`config.mk`:
```
export PLATFORM = sky130hd
export DESIGN_NAME = mac_core
export DESIGN_NICKNAME = d
export VERILOG_FILES = /design/src/common/mac_pkg.sv /design/src/hw/mac_core/mac_core.sv /design/src/hw/mac_core/adder_tree.sv /design/src/hw/mac_core/mul_line.sv
export SDC_FILE = /design/constraint.sdc
export NUM_CORES = 2
export LEC_CHECK = 0
export ABC_AREA = 1
export BUFFER_PORTS_ARGS = -buffer_cell sky130_fd_sc_hd__buf_2
export CORE_MARGIN = 2
export CORE_UTILIZATION = 28
export CTS_CLUSTER_DIAMETER = 100
export DETAILED_ROUTE_END_ITERATION = 6
export GPL_TIMING_DRIVEN = 0
export PLACE_DENSITY = 0.52
export SYNTH_ARGS = -nofsm -noshare
export SYNTH_HDL_FRONTEND = slang
export SYNTH_SLANG_ARGS = --single-unit
```
`constraint.sdc`:
```
create_clock -name clk -period 5.2 [get_ports clk]
set_clock_uncertainty 0.2 [all_clocks]
set_input_delay 0.26 -clock clk [delete_from_list [all_inputs] [get_ports clk]]
set_output_delay 0.26 -clock clk [all_outputs]
set_load 0.02 [all_outputs]
```
`src/common/mac_pkg.sv`:
```
`default_nettype none

package mac_pkg;

    // ==================================================
    // Sizes
    // ==================================================

    // Data bus width in bits
    localparam int BUS_BIT = 64;

    // Signed input lane width
    localparam int IDATA_BIT = 8;

    // One lane per byte of the bus
    localparam int MAC_NUM = BUS_BIT / IDATA_BIT;

    // Full-precision signed product
    localparam int PROD_BIT = 2 * IDATA_BIT;

    // Adder tree depth
    localparam int STAGE_NUM = $clog2(MAC_NUM);

    // Each tree level adds one bit of growth
    localparam int SUM_BIT = PROD_BIT + STAGE_NUM;

    // ==================================================
    // Latency
    // ==================================================

    // Stage 0 plus every even stage is registered
    localparam int TREE_LAT = (STAGE_NUM + 1) / 2;

    // One cycle in the multiplier line
    localparam int CORE_LAT = 1 + TREE_LAT;

    // ==================================================
    // Types
    // ==================================================

    typedef logic signed [IDATA_BIT-1:0]        lane_t;
    typedef logic        [MAC_NUM*IDATA_BIT-1:0] lane_vec_t;

    typedef logic signed [PROD_BIT-1:0]          prod_t;
    typedef logic        [MAC_NUM*PROD_BIT-1:0]  prod_vec_t;

    // Final dot-product result
    typedef logic signed [SUM_BIT-1:0]           sum_t;

endpackage

`default_nettype wire
```
`src/hw/mac_core/mac_core.sv`:
```
`default_nettype none

// ==================================================
// Dot-product engine top
// ==================================================
// Eight signed byte lanes per bus word, multiplied in
// pairs and summed. Result appears CORE_LAT cycles after
// the sampling edge, in input order.

module mac_core
    import mac_pkg::*;
(
    input  wire logic      clk,
    input  wire logic      rstn,

    // Operand words and their strobe
    input  wire lane_vec_t idata_a,
    input  wire lane_vec_t idata_b,
    input  wire logic      idata_valid,

    // Signed dot product
    output sum_t           odata,
    output logic           odata_valid
);

    // Multiplier line to adder tree
    prod_vec_t product;
    logic      product_valid;

    // One-cycle multiplier stage
    mul_line mul_line_i (
        .clk           (clk),
        .rstn          (rstn),
        .idata_a       (idata_a),
        .idata_b       (idata_b),
        .idata_valid   (idata_valid),
        .product       (product),
        .product_valid (product_valid)
    );

    // TREE_LAT-cycle reduction
    adder_tree adder_tree_i (
        .clk           (clk),
        .rstn          (rstn),
        .product       (product),
        .product_valid (product_valid),
        .odata         (odata),
        .odata_valid   (odata_valid)
    );

endmodule

`default_nettype wire

```
`src/hw/mac_core/adder_tree.sv`:
```
`default_nettype none

// ==================================================
// Signed adder tree
// ==================================================
// STAGE_NUM levels, each one halving the operand count
// and growing the sum by one bit.
// Stage 0 and even stages register their operands.
// Odd stages add straight through.
// The valid chain uses the same register pattern so it
// stays aligned with the data.

module adder_tree
    import mac_pkg::*;
(
    input  wire logic      clk,
    input  wire logic      rstn,

    // Lane products from the multiplier line
    input  wire prod_vec_t product,
    input  wire logic      product_valid,

    // Final sum and its strobe
    output sum_t           odata,
    output logic           odata_valid
);

    for (genvar s = 0; s < STAGE_NUM; s++) begin : gen_stage

        // Operand and result widths at this level
        localparam int IN_BIT  = PROD_BIT + s;
        localparam int OUT_BIT = IN_BIT + 1;

        // Number of adders at this level
        localparam int OUT_NUM = MAC_NUM >> (s + 1);

        // Operands entering this level
        logic [2*OUT_NUM*IN_BIT-1:0] in_vec;
        logic                        in_valid;

        // Sums leaving this level
        logic [OUT_NUM*OUT_BIT-1:0]  sum_vec;
        logic                        stage_valid;

        // ==================================================
        // Level input selection
        // ==================================================

        if (s == 0) begin : gen_src_top
            assign in_vec   = product;
            assign in_valid = product_valid;
        end else begin : gen_src_prev
            assign in_vec   = gen_stage[s-1].sum_vec;
            assign in_valid = gen_stage[s-1].stage_valid;
        end

        // ==================================================
        // Valid chain
        // ==================================================

        if (s % 2 == 0) begin : gen_valid_reg
            // Pipeline boundary
            always_ff @(posedge clk or negedge rstn) begin
                if (!rstn) begin
                    stage_valid <= 1'b0;
                end else begin
                    stage_valid <= in_valid;
                end
            end
        end else begin : gen_valid_comb
            assign stage_valid = in_valid;
        end

        // ==================================================
        // Adders
        // ==================================================

        for (genvar j = 0; j < OUT_NUM; j++) begin : gen_pair

            logic signed [IN_BIT-1:0]  opnd_a;
            logic signed [IN_BIT-1:0]  opnd_b;
            logic signed [OUT_BIT-1:0] pair_sum;

            if (s % 2 == 0) begin : gen_opnd_reg
                // Capture only when the incoming word is valid
                always_ff @(posedge clk or negedge rstn) begin
                    if (!rstn) begin
                        opnd_a <= '0;
                        opnd_b <= '0;
                    end else if (in_valid) begin
                        opnd_a <= in_vec[(2*j)*IN_BIT +: IN_BIT];
                        opnd_b <= in_vec[(2*j+1)*IN_BIT +: IN_BIT];
                    end
                end
            end else begin : gen_opnd_comb
                assign opnd_a = in_vec[(2*j)*IN_BIT +: IN_BIT];
                assign opnd_b = in_vec[(2*j+1)*IN_BIT +: IN_BIT];
            end

            // Widen before adding so the carry is kept
            assign pair_sum = OUT_BIT'(opnd_a) + OUT_BIT'(opnd_b);

            assign sum_vec[j*OUT_BIT +: OUT_BIT] = pair_sum;

        end

    end

    // ==================================================
    // Output
    // ==================================================

    // Last level holds a single sum of SUM_BIT bits
    assign odata       = gen_stage[STAGE_NUM-1].sum_vec;
    assign odata_valid = gen_stage[STAGE_NUM-1].stage_valid;

endmodule

`default_nettype wire

```
`src/hw/mac_core/mul_line.sv`:
```
`default_nettype none

// ==================================================
// Multiplier line
// ==================================================
// Registers both operand words on idata_valid, then forms
// eight signed 8x8 products from the held lanes.
// The product vector trails the input by one cycle.

module mul_line
    import mac_pkg::*;
(
    input  wire logic      clk,
    input  wire logic      rstn,

    // Operand words, one signed lane per byte
    input  wire lane_vec_t idata_a,
    input  wire lane_vec_t idata_b,
    input  wire logic      idata_valid,

    // Packed lane products
    output prod_vec_t      product,
    output logic           product_valid
);

    // ==================================================
    // Per-lane input gating and multiply
    // ==================================================

    for (genvar i = 0; i < MAC_NUM; i++) begin : gen_lane

        // Held operand pair for this lane
        lane_t a_q;
        lane_t b_q;

        // Signed product of the held pair
        prod_t prod;

        // Load only on a valid word, otherwise hold
        always_ff @(posedge clk or negedge rstn) begin
            if (!rstn) begin
                a_q <= '0;
                b_q <= '0;
            end else if (idata_valid) begin
                a_q <= idata_a[i*IDATA_BIT +: IDATA_BIT];
                b_q <= idata_b[i*IDATA_BIT +: IDATA_BIT];
            end
        end

        // Sign-extend both lanes to the product width first
        // so the low half of the result is the exact product
        assign prod = PROD_BIT'(a_q) * PROD_BIT'(b_q);

        // Lane i lands in slice i of the product vector
        assign product[i*PROD_BIT +: PROD_BIT] = prod;

    end

    // ==================================================
    // Valid strobe
    // ==================================================

    // Follows the lane registers by exactly one cycle
    always_ff @(posedge clk or negedge rstn) begin
        if (!rstn) begin
            product_valid <= 1'b0;
        end else begin
            product_valid <= idata_valid;
        end
    end

endmodule

`default_nettype wire

```
# Word-level counts from Yosys, hierarchy flattened
# Index checks and enable logic that the tools add are counted.
# word_totals
ff_bits	295
input_bits	131
out_inout_bits	20
# classes
addsub	7
multipliers	8
# ops
operator	n
$mul A8 B8 Y16	8
$add A16 B16 Y17	4
$add A17 B17 Y18	2
$add A18 B18 Y19	1

# Longest topological paths before layout
# logic_depth
ltp_word	2
ltp_mapped	23
depth_no_buf	22

# Hierarchy
# A second synthesis with hierarchy kept.
# unflattened
hier_cells	4770
area_unflattened_um2	37462.2
# modules_own_cells
module	n_inst	cells_per_inst	area_per_inst_um2
mul_line	1	3414	26609.3
adder_tree	1	1356	10852.9

# Least setup slack after synthesis
# No wires, ideal clock.
# synth_timing
path_type	flip-flop to flip-flop
start	register mul_line_i.gen_lane[4].b_q[2]
end	register adder_tree_i.gen_stage[0].gen_pair[2].opnd_a[15]
setup_ns	0.117
arrival_ns	3.887
required_time_ns	4.883
slack_ns	0.996
path_stages_with_launch	19
path_buffers	1
cell_sequence	dfrtp_1 clkbuf_1 nand2_1 fa_1 inv_1 fa_1 inv_1 fa_1 inv_1 fa_1 ha_1 nand2_1 inv_1 a21oi_1 nand2_1 nor2_1 nand3_1 nand3_1 nand2_1
# synth_via
elab_chain_len	1
# synth_rtl
item	line_no	text
from (decl)	mul_line.sv:34	lane_t b_q;
from (signal assigned)	mul_line.sv:46	b_q <= idata_b[i*IDATA_BIT +: IDATA_BIT];
$mul A8 B8 Y16	mul_line.sv:52	assign prod = PROD_BIT'(a_q) * PROD_BIT'(b_q);
to (signal assigned)	adder_tree.sv:91	opnd_a <= in_vec[(2*j)*IN_BIT +: IN_BIT];
to (decl)	adder_tree.sv:80	logic signed [IN_BIT-1:0] opnd_a;
# Every way passes these cells.
# A chain may end at the register's enable or synchronous reset.

# Worst setup path in the final report
# layout_timing
start	register mul_line_i.gen_lane[2].a_q[2]
end	register adder_tree_i.gen_stage[0].gen_pair[1].opnd_a[12]
# layout_via
elab_chain_len	1
# layout_rtl
item	line_no	text
from (decl)	mul_line.sv:33	lane_t a_q;
from (signal assigned)	mul_line.sv:45	a_q <= idata_a[i*IDATA_BIT +: IDATA_BIT];
$mul A8 B8 Y16	mul_line.sv:52	
to (signal assigned)	adder_tree.sv:91	
to (decl)	adder_tree.sv:80	
# Every way passes these cells.

==> run_results.csv <==
group,metric,value,unit
synth,synth.largest_area_cell,"fa_1",
synth,syn_area_per_cell,7.97,sq um
sta,maxSlewViolCount,0,
run_status,status,"complete, but fails checks",
sta,setup_violations,0,
worst_setup_path,critical_path_class,"flip-flop to flip-flop",
clock_tree,clkTransAtPathRegs,0.06,ns
run_status,failed_checks,"design-rule violations",
layout,register_area,0.00738,sq mm
sta,finalCritPeriodShare,93.3,%
global_route,grt_first_pass_wirelength,165,mm
placed_design,post-dp-hpwl,83.2,mm
synth,proportion_of_synthesized_chip_area_in_sequential_cells,20.3,%
synth,syn-instance-count,4561,
sta,timing_worst_slew_pin_value,1.33,ns
clock_tree,clock-sinks,295,
worst_setup_path,cp.required,5.47,ns
synth,post_synth_main_area_contributors,"fa_1, dfrtp_1, nand2_1",
synth,synth_seq_cells,295,
layout,final_nets,5804,
global_route,grt_overflow,0,
die,io_pins,151,
synth,proportion_of_netlist_area_held_by_the_largest_area_contributor,27.9,%
detailed_routing,drt_drc_violations_left,2,
detailed_routing,dr.first_iter.drc_count,1478,
detailed_routing,antenna_violating_nets_post_route,0,
die,initial_core_util,28.2,%
clock_tree,ctsResizeCount,0,
layout,multi_input_comb_area,0.0239,sq mm
layout,layout-drive-gt1-share,7.75,%
placed_design,io_buffer_count,150,
global_route,groute.usage.overall,15.9,%
global_route,first_global_vias,29700,
global_route,grt_antenna_before_repair,6,
worst_setup_path,worstPathMaxFanout,9,
layout,area.growth.synth_to_final,15.6,%
synth,mappedNetlistNets,5483,
detailed_routing,viasPerCell,4.29,
die,core_region_area,0.129,sq mm
die,die_w,364,um
die,die_y,364,um
die,area_of_the_die,0.133,sq mm
sta,layout_min_cycle_time,4.85,ns
synth,yosysWarningCount,0,
clock_tree,root_buffer,"clkbuf_16",
clock_tree,worst_skew_pair_latency,0.61,ns
worst_setup_path,worst_setup_path_start_kind,"flip-flop",
synth,post_synth_num_cell_types,37,
synth,mappedNetlistArea,0.0364,sq mm
clock_tree,max-clock-path-buffers,3,
placed_design,gp_congestion,0.884,
detailed_routing,drt_first_pass_iters,7,
clock_tree,cts_setup_buffers,0,
layout,fillCellCount,13800,
run,max_cap_viol_count,0,
sta,slew_headroom,11.3,%
detailed_routing,wl_per_cell,15.2,um
clock_tree,cts_inserted_buffers,39,
clock_tree,cts-htree-levels,2,
clock_tree,cts_tree,"done",
worst_setup_path,cp.arrival,5.12,ns
detailed_routing,detailroute.via_count,28600,
global_route,grt_start_max_net_pins,120,
sta,whs,0.120,ns
die,placementRows,132,
sta,grt_setup_unrepaired,"no",
worst_setup_path,worst_setup_path_end_kind,"flip-flop",
detailed_routing,overall_routed_net_length,101,mm
sta,final-hold-violation-count,0,
worst_hold_path,worst_hold_path_type,"input pin to async pin",
sta,max_freq,206,MHz
per-layer routing:
layer	GRT usage [%]	wire length (um)
met1	20.5	44800
met2	28.0	50300
met3	1.52	3150
met4	4.58	3040
met5	0	16
worst paths after layout:
check                      cells after the start  slack [ns]                                                           end                                       from
min                                            3        0.12                     mul_line_i.gen_lane[5].b_q[5]$_DFFE_PN0P_                                       rstn
min reg2reg                                    0        0.19               adder_tree_i.gen_stage[0].stage_valid$_DFF_PN0_         mul_line_i.product_valid$_DFF_PN0_
max reg2reg                                   16        0.35  adder_tree_i.gen_stage[0].gen_pair[1].opnd_a[12]$_DFFE_PN0P_  mul_line_i.gen_lane[2].a_q[2]$_DFFE_PN0P_
max                                           16        0.35  adder_tree_i.gen_stage[0].gen_pair[1].opnd_a[12]$_DFFE_PN0P_  mul_line_i.gen_lane[2].a_q[2]$_DFFE_PN0P_
max in group asynchronous                      4        3.61   adder_tree_i.gen_stage[0].gen_pair[3].opnd_a[7]$_DFFE_PN0P_                                       rstn
min in group clk                               0        0.19               adder_tree_i.gen_stage[0].stage_valid$_DFF_PN0_         mul_line_i.product_valid$_DFF_PN0_
layout make-up:
class / count / area share (%)
Multi-Input combinational cell: 2922 / 56.8
Sequential cell: 295 / 17.6
Inverter: 1180 / 10.5
Tap cell: 1742 / 5.19
Timing Repair Buffer: 283 / 5.10
Clock buffer: 50 / 2.54
Buffer: 161 / 1.59
Clock inverter: 22 / 0.655
Antenna cell: 2 / 0.0119
state kept, by name, summed over array words and instances (netlist names):
name	cells
adder_tree_i.odata_valid	1
adder_tree_i.gen_stage.gen_pair.opnd_a	82
adder_tree_i.gen_stage.gen_pair.opnd_b	82
mul_line_i.gen_lane.b_q	64
adder_tree_i.gen_stage.stage_valid	1
mul_line_i.gen_lane.a_q	64
mul_line_i.product_valid	1
layout by cell type (no fill, tap or decap), types with 7 or more instances in the layout:
cell type and instances:
ha_1 284, nand2_1 1210, xnor2_1 67, nand2_2 7
or2_1 7, clkbuf_16 40, xor2_1 30, a21o_1 10
inv_1 1180, fa_1 507, nand3_1 166, a21oi_1 112
o21ai_0 126, o21bai_1 8, o21ai_1 18, a31oi_1 18
nor2_1 175, nand4_1 30, dlygate4sd3_1 130, mux2_2 103
clkbuf_1 128, dfrtp_1 295, o31ai_1 8, buf_2 179
logic make-up after synthesis:
kind of cell,share of synthesized area (%)
AOI/OAI and AO/OA,4.74
xor gates and xnor gates,2.34
adders and majority gates,37.7
buffers and inverters,14.0
DFF,20.3
muxes,3.19
and+or+nand+nor,17.7
through the flow:
step	instance area (sq um)	setup TNS, ns	worst slack [ns]	instances	util [%]
finish	42000	0	0.347	6657	32.5
global route	42000	0	0.00800	6656	32.5
CTS	42000	0	0.195	6658	32.5
detailed placement	39400	0	0.234	6456	30.5
global placement	39300	-724.83	-2.51	6453	30.4
floorplan	36400	0	0.996	4561	-
synthesized netlist by cell type:
cell      count
nor3_1        3
o21ai_0     126
buf_1         3
a21o_1       10
a21boi_0      1
o21ai_1      18
or2_0         2
inv_1      1180
o21a_1        4
nor3_2        1
xnor2_1      67
nand3_2       2
nor2_1      175
nand2_1    1210
nand3_1     166
nand2_2       7
o31ai_1       8
buf_4         4
and2_1        5
or2_2         1
mux2_2      103
a21oi_1     112
dfrtp_1     295
buf_6         1
fa_1        507
a31oi_1      18
buf_2        30
nand4_1      30
o21bai_1      8
clkbuf_1    126
nand3b_1      5
nor2_2        1
or2_1         7
o21ai_2       6
xor2_1       30
a21oi_2       5
ha_1        284
critical path, stage by stage, from the launching register on:
cell,delay [ns]
dfrtp_1,0.32
clkbuf_1,0.47
nand2_1,0.17
fa_1,0.53
fa_1,0.51
inv_1,0.06
fa_1,0.48
inv_1,0.06
fa_1,0.48
inv_1,0.07
ha_1,0.36
a21oi_1,0.21
nand2_1,0.11
nand2_1,0.07
nand2_1,0.06
xnor2_1,0.43
o21ai_0,0.14
what timing repair did:
action	CTS	global route
hold buffers	130	0
endpoints found under the setup margin	0	3
endpoints found under the hold margin	234	0
Power is not shown: default switching activity piles up to over one toggle a cycle in this logic, so the estimate is an artifact.
